`src/bridge_pkg.sv`:
```
// serial bridge shared definitions
package bridge_pkg;

  //////////////////////////////////////////////////
  // widths and timing
  //////////////////////////////////////////////////

  // one uart byte, also each spi half
  localparam int BYTE_W            = 8;
  localparam int SPI_WORD_W        = 16;
  // sim sized, board runs 868 at 100 MHz / 115200
  localparam int CLKS_PER_BIT      = 16;
  // sys_clk cycles per sclk half period
  localparam int SPI_HALF_PERIOD   = 2;
  localparam int SPI_DIV_W         = $clog2(SPI_HALF_PERIOD);
  // modulator min reset pulse width
  localparam int RESET_HOLD_CYCLES = 10;
  localparam int RESET_CNT_W       = $clog2(RESET_HOLD_CYCLES);
  // reply fifo sizing
  localparam int REPLY_DEPTH       = 4;
  localparam int REPLY_PTR_W       = $clog2(REPLY_DEPTH);
  localparam int REPLY_CNT_W       = $clog2(REPLY_DEPTH + 1);

  //////////////////////////////////////////////////
  // types
  //////////////////////////////////////////////////

  typedef logic [BYTE_W-1:0]                  byte_t;
  // address in upper half, shifted msb first
  typedef logic [SPI_WORD_W-1:0]              spi_word_t;
  // counts uart bits and spi bits
  typedef logic [3:0]                         bit_cnt_t;
  typedef logic [$clog2(CLKS_PER_BIT+1)-1:0] baud_cnt_t;

  // one register write, addr goes out first
  typedef struct packed {
    byte_t addr;
    byte_t data;
  } spi_cmd_t;

  typedef enum logic [1:0] {UART_IDLE, UART_START, UART_DATA, UART_STOP} uart_state_e;
  typedef enum logic [1:0] {SPI_IDLE, SPI_SHIFT, SPI_DONE} spi_state_e;

endpackage
```
`src/slm_bridge_top.sv`:
```
// slm serial command bridge
`timescale 1ns/1ps

module slm_bridge_top (
  input  logic sys_clk,
  input  logic reset_all_cmd_w,
  input  logic uart_rx_i,
  output logic uart_tx_o,
  input  logic spi_miso_i,
  output logic spi_mosi_o,
  output logic spi_sclk_o,
  output logic spi_cs_n_o,
  output logic slm_reset_n_o
);
  import bridge_pkg::*;

  // byte stream, rx to decode
  logic                   rx_valid;
  byte_t                  rx_byte;
  // command stream, decode to spi
  logic                   cmd_valid;
  logic                   cmd_ready;
  spi_cmd_t               cmd;
  // reply stream, spi to queue
  logic                   reply_valid;
  byte_t                  reply_byte;
  // transmit start, queue to tx
  logic                   tx_start;
  logic                   tx_busy;
  byte_t                  tx_byte;
  // modulator reset stretch
  logic [RESET_CNT_W-1:0] hold_cnt_q;
  logic                   slm_rst_n_q;

  //////////////////////////////////////////////////
  // decode
  //////////////////////////////////////////////////

  uart_rx u_uart_rx (
    .sys_clk         (sys_clk),
    .reset_all_cmd_w (reset_all_cmd_w),
    .rx_serial_i     (uart_rx_i),
    .rx_valid_o      (rx_valid),
    .rx_byte_o       (rx_byte)
  );

  cmd_decode u_cmd_decode (
    .sys_clk         (sys_clk),
    .reset_all_cmd_w (reset_all_cmd_w),
    .rx_valid_i      (rx_valid),
    .rx_byte_i       (rx_byte),
    .cmd_valid_o     (cmd_valid),
    .cmd_o           (cmd),
    .cmd_ready_i     (cmd_ready)
  );

  //////////////////////////////////////////////////
  // execute
  //////////////////////////////////////////////////

  spi_master u_spi_master (
    .sys_clk         (sys_clk),
    .reset_all_cmd_w (reset_all_cmd_w),
    .cmd_valid_i     (cmd_valid),
    .cmd_i           (cmd),
    .cmd_ready_o     (cmd_ready),
    .reply_valid_o   (reply_valid),
    .reply_byte_o    (reply_byte),
    .miso_i          (spi_miso_i),
    .mosi_o          (spi_mosi_o),
    .sclk_o          (spi_sclk_o),
    .cs_n_o          (spi_cs_n_o)
  );

  //////////////////////////////////////////////////
  // result
  //////////////////////////////////////////////////

  reply_queue u_reply_queue (
    .sys_clk         (sys_clk),
    .reset_all_cmd_w (reset_all_cmd_w),
    .reply_valid_i   (reply_valid),
    .reply_byte_i    (reply_byte),
    .tx_busy_i       (tx_busy),
    .tx_start_o      (tx_start),
    .tx_byte_o       (tx_byte)
  );

  uart_tx u_uart_tx (
    .sys_clk         (sys_clk),
    .reset_all_cmd_w (reset_all_cmd_w),
    .tx_start_i      (tx_start),
    .tx_byte_i       (tx_byte),
    .tx_busy_o       (tx_busy),
    .tx_serial_o     (uart_tx_o)
  );

  // modulator reset, low in reset and for the hold time after it
  // counter loads hold-1 so release lands on the hold-th cycle
  always_ff @(posedge sys_clk) begin
    if (reset_all_cmd_w) begin
      hold_cnt_q  <= RESET_CNT_W'(RESET_HOLD_CYCLES - 1);
      slm_rst_n_q <= 1'b0;
    end else begin
      if (hold_cnt_q != '0) begin
        hold_cnt_q <= hold_cnt_q - 1'b1;
      end
      // release once count has run out
      slm_rst_n_q <= (hold_cnt_q == '0);
    end
  end

  assign slm_reset_n_o = slm_rst_n_q;

endmodule

```
`src/uart_tx.sv`:
```
// uart transmitter, 8n1
`timescale 1ns/1ps

module uart_tx (
  input  logic              sys_clk,
  input  logic              reset_all_cmd_w,
  input  logic              tx_start_i,
  input  bridge_pkg::byte_t tx_byte_i,
  output logic              tx_busy_o,
  output logic              tx_serial_o
);
  import bridge_pkg::*;

  uart_state_e state_q;
  baud_cnt_t   baud_q;
  bit_cnt_t    bit_cnt_q;
  byte_t       data_q;
  logic        serial_q;
  logic        busy_q;
  // end of the current bit
  logic        bit_end;

  assign bit_end = (baud_q == baud_cnt_t'(CLKS_PER_BIT - 1));

  //////////////////////////////////////////////////
  // frame fsm
  //////////////////////////////////////////////////

  always_ff @(posedge sys_clk) begin
    if (reset_all_cmd_w) begin
      state_q   <= UART_IDLE;
      baud_q    <= '0;
      bit_cnt_q <= '0;
      serial_q  <= 1'b1;
      busy_q    <= 1'b0;
    end else begin
      baud_q <= bit_end ? '0 : baud_q + 1'b1;
      case (state_q)
        UART_IDLE: begin
          baud_q   <= '0;
          serial_q <= 1'b1;
          // start bit on the line next cycle
          if (tx_start_i) begin
            serial_q <= 1'b0;
            busy_q   <= 1'b1;
            state_q  <= UART_START;
          end
        end
        UART_START: begin
          if (bit_end) begin
            bit_cnt_q <= '0;
            serial_q  <= data_q[0];
            state_q   <= UART_DATA;
          end
        end
        UART_DATA: begin
          // lsb first, next bit is at index 1 before the shift
          if (bit_end) begin
            bit_cnt_q <= bit_cnt_q + 1'b1;
            if (bit_cnt_q == bit_cnt_t'(BYTE_W - 1)) begin
              serial_q <= 1'b1;
              state_q  <= UART_STOP;
            end else begin
              serial_q <= data_q[1];
            end
          end
        end
        UART_STOP: begin
          // busy held through the whole stop bit
          if (bit_end) begin
            busy_q  <= 1'b0;
            state_q <= UART_IDLE;
          end
        end
        default: state_q <= UART_IDLE;
      endcase
    end
  end

  // byte latch and shift
  always_ff @(posedge sys_clk) begin
    if (state_q == UART_IDLE && tx_start_i) begin
      data_q <= tx_byte_i;
    end else if (state_q == UART_DATA && bit_end) begin
      data_q <= {1'b0, data_q[BYTE_W-1:1]};
    end
  end

  assign tx_busy_o   = busy_q;
  assign tx_serial_o = serial_q;

endmodule

```
`src/reply_queue.sv`:
```
// spi reply fifo to uart tx
`timescale 1ns/1ps

module reply_queue (
  input  logic              sys_clk,
  input  logic              reset_all_cmd_w,
  input  logic              reply_valid_i,
  input  bridge_pkg::byte_t reply_byte_i,
  input  logic              tx_busy_i,
  output logic              tx_start_o,
  output bridge_pkg::byte_t tx_byte_o
);
  import bridge_pkg::*;

  // circular buffer
  byte_t                  mem_q [REPLY_DEPTH];
  logic [REPLY_PTR_W-1:0] wr_ptr_q;
  logic [REPLY_PTR_W-1:0] rd_ptr_q;
  logic [REPLY_CNT_W-1:0] count_q;
  logic                   push;
  logic                   pop;
  logic                   tx_start_q;
  byte_t                  tx_byte_q;

  // full queue drops the reply
  assign push = reply_valid_i && (count_q != REPLY_CNT_W'(REPLY_DEPTH));
  // tx busy lags the start pulse by a cycle, so skip that cycle too
  assign pop  = (count_q != '0) && !tx_busy_i && !tx_start_q;

  //////////////////////////////////////////////////
  // pointers and count
  //////////////////////////////////////////////////

  always_ff @(posedge sys_clk) begin
    if (reset_all_cmd_w) begin
      wr_ptr_q   <= '0;
      rd_ptr_q   <= '0;
      count_q    <= '0;
      tx_start_q <= 1'b0;
    end else begin
      // start goes out the cycle after the pop
      tx_start_q <= pop;
      if (push) begin
        wr_ptr_q <= wr_ptr_q + 1'b1;
      end
      if (pop) begin
        rd_ptr_q <= rd_ptr_q + 1'b1;
      end
      case ({push, pop})
        2'b10:   count_q <= count_q + 1'b1;
        2'b01:   count_q <= count_q - 1'b1;
        default: count_q <= count_q;
      endcase
    end
  end

  // storage and output byte
  always_ff @(posedge sys_clk) begin
    if (push) begin
      mem_q[wr_ptr_q] <= reply_byte_i;
    end
    if (pop) begin
      tx_byte_q <= mem_q[rd_ptr_q];
    end
  end

  assign tx_start_o = tx_start_q;
  assign tx_byte_o  = tx_byte_q;

  a_count_bound : assert property (
    @(posedge sys_clk) disable iff (reset_all_cmd_w)
    count_q <= REPLY_CNT_W'(REPLY_DEPTH)
  );

endmodule

```
`src/spi_master.sv`:
```
// spi mode 0 master, 16 bit
`timescale 1ns/1ps

module spi_master (
  input  logic                 sys_clk,
  input  logic                 reset_all_cmd_w,
  input  logic                 cmd_valid_i,
  input  bridge_pkg::spi_cmd_t cmd_i,
  output logic                 cmd_ready_o,
  output logic                 reply_valid_o,
  output bridge_pkg::byte_t    reply_byte_o,
  input  logic                 miso_i,
  output logic                 mosi_o,
  output logic                 sclk_o,
  output logic                 cs_n_o
);
  import bridge_pkg::*;

  spi_state_e           state_q;
  // half period divider
  logic [SPI_DIV_W-1:0] div_q;
  bit_cnt_t             bit_cnt_q;
  spi_word_t            shift_q;
  byte_t                rx_q;
  logic                 sclk_q;
  logic                 cs_n_q;
  logic                 reply_valid_q;
  // sclk edge strobes
  logic                 half_done;
  logic                 rise;
  logic                 fall;

  assign half_done = (state_q == SPI_SHIFT) && (div_q == SPI_DIV_W'(SPI_HALF_PERIOD - 1));
  assign rise      = half_done && !sclk_q;
  assign fall      = half_done && sclk_q;

  //////////////////////////////////////////////////
  // transfer fsm
  //////////////////////////////////////////////////

  always_ff @(posedge sys_clk) begin
    if (reset_all_cmd_w) begin
      state_q       <= SPI_IDLE;
      div_q         <= '0;
      bit_cnt_q     <= '0;
      shift_q       <= '0;
      sclk_q        <= 1'b0;
      cs_n_q        <= 1'b1;
      reply_valid_q <= 1'b0;
    end else begin
      reply_valid_q <= 1'b0;
      case (state_q)
        SPI_IDLE: begin
          // accept, cs drops next cycle with msb already on mosi
          if (cmd_valid_i) begin
            shift_q   <= spi_word_t'(cmd_i);
            div_q     <= '0;
            bit_cnt_q <= '0;
            cs_n_q    <= 1'b0;
            state_q   <= SPI_SHIFT;
          end
        end
        SPI_SHIFT: begin
          div_q <= half_done ? '0 : div_q + 1'b1;
          if (half_done) begin
            sclk_q <= ~sclk_q;
          end
          // mosi moves on the falling edge
          if (fall) begin
            shift_q   <= {shift_q[SPI_WORD_W-2:0], 1'b0};
            bit_cnt_q <= bit_cnt_q + 1'b1;
            if (bit_cnt_q == bit_cnt_t'(SPI_WORD_W - 1)) begin
              state_q <= SPI_DONE;
            end
          end
        end
        SPI_DONE: begin
          // cs release and reply strobe together
          cs_n_q        <= 1'b1;
          reply_valid_q <= 1'b1;
          state_q       <= SPI_IDLE;
        end
        default: state_q <= SPI_IDLE;
      endcase
    end
  end

  // miso on rising edge, last eight samples are the data half
  always_ff @(posedge sys_clk) begin
    if (rise) begin
      rx_q <= {rx_q[BYTE_W-2:0], miso_i};
    end
  end

  assign cmd_ready_o   = (state_q == SPI_IDLE);
  assign reply_valid_o = reply_valid_q;
  assign reply_byte_o  = rx_q;
  assign mosi_o        = shift_q[SPI_WORD_W-1];
  assign sclk_o        = sclk_q;
  assign cs_n_o        = cs_n_q;

  // no clock edges outside a frame
  a_sclk_idle : assert property (
    @(posedge sys_clk) disable iff (reset_all_cmd_w)
    cs_n_o |-> !sclk_o
  );

endmodule

```
`src/cmd_decode.sv`:
```
// byte pair to spi command
`timescale 1ns/1ps

module cmd_decode (
  input  logic                 sys_clk,
  input  logic                 reset_all_cmd_w,
  input  logic                 rx_valid_i,
  input  bridge_pkg::byte_t    rx_byte_i,
  output logic                 cmd_valid_o,
  output bridge_pkg::spi_cmd_t cmd_o,
  input  logic                 cmd_ready_i
);
  import bridge_pkg::*;

  // high once the address byte of a pair is in
  logic     have_addr_q;
  byte_t    addr_q;
  spi_cmd_t cmd_q;
  logic     cmd_valid_q;
  // second byte arrived and the slot is free
  logic     load_cmd;

  assign load_cmd = rx_valid_i && have_addr_q && (!cmd_valid_q || cmd_ready_i);

  //////////////////////////////////////////////////
  // pairing and handshake
  //////////////////////////////////////////////////

  always_ff @(posedge sys_clk) begin
    if (reset_all_cmd_w) begin
      have_addr_q <= 1'b0;
      cmd_valid_q <= 1'b0;
    end else begin
      // spi master took it
      if (cmd_valid_q && cmd_ready_i) begin
        cmd_valid_q <= 1'b0;
      end
      // odd/even toggles on every byte
      if (rx_valid_i) begin
        have_addr_q <= ~have_addr_q;
      end
      // pair done, a still pending command keeps its slot
      if (load_cmd) begin
        cmd_valid_q <= 1'b1;
      end
    end
  end

  always_ff @(posedge sys_clk) begin
    if (rx_valid_i && !have_addr_q) begin
      addr_q <= rx_byte_i;
    end
    if (load_cmd) begin
      cmd_q.addr <= addr_q;
      cmd_q.data <= rx_byte_i;
    end
  end

  assign cmd_valid_o = cmd_valid_q;
  assign cmd_o       = cmd_q;

  // held command must not change before the spi master takes it
  a_cmd_hold : assert property (
    @(posedge sys_clk) disable iff (reset_all_cmd_w)
    (cmd_valid_o && !cmd_ready_i) |=> (cmd_valid_o && $stable(cmd_o))
  );

endmodule

```
`src/uart_rx.sv`:
```
// uart receiver, 8n1
`timescale 1ns/1ps

module uart_rx (
  input  logic              sys_clk,
  input  logic              reset_all_cmd_w,
  input  logic              rx_serial_i,
  output logic              rx_valid_o,
  output bridge_pkg::byte_t rx_byte_o
);
  import bridge_pkg::*;

  // two flop sync on the async line
  logic        rx_meta_q;
  logic        rx_sync_q;
  uart_state_e state_q;
  baud_cnt_t   baud_q;
  bit_cnt_t    bit_cnt_q;
  byte_t       data_q;
  logic        valid_q;
  // mid-bit and full-bit strobes
  logic        half_bit;
  logic        full_bit;

  assign half_bit = (baud_q == baud_cnt_t'(CLKS_PER_BIT / 2 - 1));
  assign full_bit = (baud_q == baud_cnt_t'(CLKS_PER_BIT - 1));

  always_ff @(posedge sys_clk) begin
    if (reset_all_cmd_w) begin
      rx_meta_q <= 1'b1;
      rx_sync_q <= 1'b1;
    end else begin
      rx_meta_q <= rx_serial_i;
      rx_sync_q <= rx_meta_q;
    end
  end

  //////////////////////////////////////////////////
  // frame fsm
  //////////////////////////////////////////////////

  always_ff @(posedge sys_clk) begin
    if (reset_all_cmd_w) begin
      state_q   <= UART_IDLE;
      baud_q    <= '0;
      bit_cnt_q <= '0;
      valid_q   <= 1'b0;
    end else begin
      // valid is a single pulse
      valid_q <= 1'b0;
      baud_q  <= baud_q + 1'b1;
      case (state_q)
        UART_IDLE: begin
          baud_q <= '0;
          // falling start edge
          if (!rx_sync_q) begin
            state_q <= UART_START;
          end
        end
        UART_START: begin
          // recheck start at mid-bit, glitch goes back to idle
          if (half_bit) begin
            baud_q    <= '0;
            bit_cnt_q <= '0;
            state_q   <= rx_sync_q ? UART_IDLE : UART_DATA;
          end
        end
        UART_DATA: begin
          if (full_bit) begin
            baud_q    <= '0;
            bit_cnt_q <= bit_cnt_q + 1'b1;
            if (bit_cnt_q == bit_cnt_t'(BYTE_W - 1)) begin
              state_q <= UART_STOP;
            end
          end
        end
        UART_STOP: begin
          // middle of stop bit, framing error drops the byte
          if (full_bit) begin
            valid_q <= rx_sync_q;
            state_q <= UART_IDLE;
          end
        end
        default: state_q <= UART_IDLE;
      endcase
    end
  end

  // lsb first into the top of the shifter
  always_ff @(posedge sys_clk) begin
    if (state_q == UART_DATA && full_bit) begin
      data_q <= {rx_sync_q, data_q[BYTE_W-1:1]};
    end
  end

  assign rx_valid_o = valid_q;
  assign rx_byte_o  = data_q;

endmodule

```
`config.mk`:
```
export PLATFORM = sky130hd
export DESIGN_NAME = slm_bridge_top
export DESIGN_NICKNAME = d
export VERILOG_FILES = /design/src/bridge_pkg.sv /design/src/slm_bridge_top.sv /design/src/uart_tx.sv /design/src/reply_queue.sv /design/src/spi_master.sv /design/src/cmd_decode.sv /design/src/uart_rx.sv
export SDC_FILE = /design/constraint.sdc
export NUM_CORES = 1
export LEC_CHECK = 0
export BUFFER_PORTS_ARGS = -buffer_cell sky130_fd_sc_hd__buf_2
export CAP_MARGIN = 20
export CORE_MARGIN = 10
export CORE_UTILIZATION = 55
export CTS_CLUSTER_SIZE = 14
export DETAILED_ROUTE_END_ITERATION = 16
export PLACE_DENSITY = 0.71
export SLEW_MARGIN = 20
export SYNTH_ARGS = -nofsm -noshare
export SYNTH_HDL_FRONTEND = slang
export SYNTH_HIERARCHICAL = 1
export SYNTH_SLANG_ARGS = --single-unit
```
`constraint.sdc`:
```
create_clock -name sys_clk -period 5.4 [get_ports sys_clk]
set_input_delay 0.81 -clock sys_clk [delete_from_list [all_inputs] [get_ports sys_clk]]
set_output_delay 0.81 -clock sys_clk [all_outputs]
set_load 0.005 [all_outputs]
```
==> qor.txt <==
cts-stage hold buffer count = 0
DR iter-0 viols = 302
most used cell, CP = nor3_2
Worst EP required = 5.73 ns
Initial Util = 0.5622
synthesized area = 6420 sq um
Sw Pwr = 0.5602 mW
# rows = 39
syn_area_per_cell = 13.10 sq um
Synth Warn # = 6
count of cell types in the netlist = 67
Post-Synthesis Cells = 490
crit-path max FO = 9
CTS clk-pin slew, worst paths = 0.06 ns
sequential area share after synthesis = 0.6237
Final setup viols = 0
total routed wirelength = 9865 um
# resized after CTS = 0
switching share of total power = 0.2088
slew margin rel. = 0.3946
GPL Wtd Cong = 0.7595
fin crit period = 2.561 ns
flop2flop setup slack = 2.84 ns
DRC = 0
P_int = 2.123 mW
critical path class = flop to flop
type of the worst min-delay path = flop to flop
clock power share = 0.458
total global routing overflow = 0
vias = 3611
vias in the first global route = 3655
post-route ant nets = 0
first-pass GRT wire length = 17150 um
Worst Hold Depth = 1
share of layout cells above drive strength 1 = 0.1611
ANT cells = 0
Worst Path Buf+Inv = 1
measured slew at the worst slew-check pin = 0.9048 ns
max-cap viol count = 0
Main synth FF type = edfxtp_1
VDD IR max = 241.3 uV
pwr/cell area = 375.7 nW/um^2
Reg2Reg Depth = 8
delay-heaviest family, CP = simple AND/OR/NAND/NOR gates
status = finished clean
Final Max Slew Viols = 0
synthesized flop and latch total = 156
Sequential Power Share = 0.487
DP Wirelength = 6352 um
worst min-delay path endpoint = u_uart_rx/rx_sync_q
Layout Skew = 0.009758 ns
IO buf count = 8
number of detailed-route iterations in the first pass = 4
Die X = 128.0 um
Layout area overhead = 11.25%
CTS H-tree depth = 4
largest stage delay on the critical path = 0.54 ns
Die Area = 16390 sq um
Tot Pwr = 2.683 mW
initial antenna violation count = 0
total track usage = 0.1298
share of total power in combinational logic = 0.054
worst min-delay path startpoint = u_uart_rx/rx_meta_q
Die H = 128.0 um
Post-synth EDFFs = 88
Wirelength per Cell = 15.13 um
Max Freq = 390.5 MHz
r2r endpoint = u_reply_queue/count_q[2]
Core ar. = 11420 sq um
largest net degree at the start of global routing = 71
slowest CP cell = nor3_2
RSZ-0062 raised after global routing = no
clk root buf = clkbuf_16
CP arrival = 2.89 ns
r2r startpoint = u_reply_queue/count_q[2]
vias per cell = 5.538
CTS buffer count = 17
Clock Path Buffers = 2
Fill cells = 871
I/O pin count = 9
Crit. End Element = flop
CTS tree = yes
clock sinks = 156
asr flop ratio synth = 0
Critical Path, Cell by Cell = nor3_2 -> nor3_2 -> ha_1 -> inv_1 -> fa_1 -> xor2_1 -> or3_1 -> a21oi_1
Pleak = 2.477 nW
final hold violation count = 0
total negative slack = 0 ns
Worst-Skew Late Latency = 0.42 ns
syn_nets = 516
nets@finish = 522
crit start category = flop
period utilisation layout = 0.4743
post-CTS setup buffers = 0
## worst max path at each step
stage                                   from                        to  slack [ns]  depth (start not counted)
floorplan           u_reply_queue/count_q[2]  u_reply_queue/count_q[2]        2.90                          8
detailed placement  u_reply_queue/count_q[2]  u_reply_queue/count_q[2]        2.47                          8
finish              u_reply_queue/count_q[2]  u_reply_queue/count_q[2]        2.84                          8
global placement    u_reply_queue/count_q[2]  u_reply_queue/count_q[2]        2.66                          8
global route        u_reply_queue/count_q[2]  u_reply_queue/count_q[2]        2.61                          8
CTS                 u_reply_queue/count_q[2]  u_reply_queue/count_q[2]        2.43                          8
## final cells by class
| type | instances | area, sq um | share of cell area |
|---|---|---|---|
| Inverter | 24 | 90.09 | 0.01261 |
| Clock buffer | 18 | 429.2 | 0.06009 |
| Clock inverter | 14 | 192.7 | 0.02698 |
| Tap cell | 143 | 178.9 | 0.02505 |
| Multi-Input combinational cell | 287 | 2192 | 0.3069 |
| Sequential cell | 156 | 4004 | 0.5606 |
| Timing Repair Buffer | 10 | 55.05 | 0.007708 |
## power groups by stage
stage / clock, mW / sequential (mW) / combinational, mW
floorplan: 0 / 1.32 / 0.127
global placement: 0 / 1.33 / 0.138
detailed placement: 0 / 1.33 / 0.147
CTS: 1.26 / 1.31 / 0.148
global route: 1.31 / 1.31 / 0.165
finish: 1.23 / 1.31 / 0.146
## routing by layer
metal | track usage | vias up | routed length (um)
met1 | 0.1642 | 1745 | 4647
met4 | 0.06159 | 0 | 155
met2 | 0.1969 | 40 | 4741
met3 | 0.04301 | 12 | 321
li1 | - | 1814 | -
met5 | 0 | - | 0
## through the flow
stage,hold WS (ns),cell area (sq um),utilization,std cells,setup slack [ns]
3_3_place_gp,0.3945,6513,0.5703,620,2.663
3_5_place_dp,0.3923,6515,0.5706,620,2.474
4_1_cts,0.4069,7137,0.6250,652,2.428
6_report,0.4073,7142,0.6255,652,2.839
5_1_grt,0.4292,7142,0.6255,652,2.613
2_1_floorplan,0.3895,6420,-,490,2.896
## cell usage in the layout, fill, tap and decap left out, types with 6 or more instances in the layout
| master | count |
|---|---|
| edfxtp_1 | 88 |
| dfxtp_1 | 68 |
| nand2_1 | 44 |
| nor2_1 | 24 |
| inv_1 | 23 |
| nor3_1 | 23 |
| ha_1 | 21 |
| clkbuf_16 | 17 |
| a21oi_1 | 15 |
| nand2b_1 | 12 |
| nand3_1 | 10 |
| a311oi_2 | 9 |
| nor2b_1 | 8 |
| buf_2 | 8 |
| mux4_2 | 8 |
| a311oi_1 | 8 |
| nand3b_1 | 7 |
| mux2_2 | 7 |
| xor2_1 | 6 |
| o21ai_0 | 6 |
| or3_1 | 6 |
## state kept, by name, summed over array words and instances (netlist names), 5 cells and up, named ones only
register	flops
u_cmd_decode/addr_q	8
u_cmd_decode/cmd_o	16
u_reply_queue/mem_q	32
u_reply_queue/tx_byte_o	8
u_spi_master/reply_byte_o	8
u_spi_master/shift_q	16
u_uart_rx/baud_q	5
u_uart_rx/rx_byte_o	8
u_uart_tx/baud_q	5
u_uart_tx/data_q	8
## synthesized netlist by cell type, drive strengths merged (2+ instances only)
master	instances	area, sq um
nor3	25	130.1
a32oi	3	26.28
nor2	24	90.09
nand2	45	171.4
a22oi	2	15.01
a311oi	17	205.2
nor3b	2	26.28
and2	5	31.28
nand4	2	12.51
o211ai	3	22.52
clkbuf	7	27.52
mux4	8	180.2
o21ai	7	35.03
xnor2	3	26.28
or3b	2	22.52
and3	2	12.51
or2	4	25.02
mux2i	5	50.05
nor2b	9	56.30
o31ai	2	15.01
xor2	6	52.55
a21oi	15	75.07
and4b	2	20.02
a31oi	4	40.04
edfxtp	88	2643
nand3b	8	72.57
a221o	3	30.03
nor4b	2	17.52
nand2b	12	75.07
ha	21	262.8
inv	23	86.33
buf	16	113.9
nand4b	2	32.53
nand3	10	50.05
a211oi	3	27.52
dfxtp	68	1361
mux2	9	101.4
or3	7	48.80
## cells by family after synthesis
group | count (synthesis) | synth area share
mux | 22 | 0.05165
compound gates | 65 | 0.08497
xor+xnor | 9 | 0.01228
buf+inv | 47 | 0.03605
fa+ha+maj | 22 | 0.04405
simple gates | 169 | 0.1473
flops | 156 | 0.6237
Note: power is estimated with default switching activity, not from simulation.
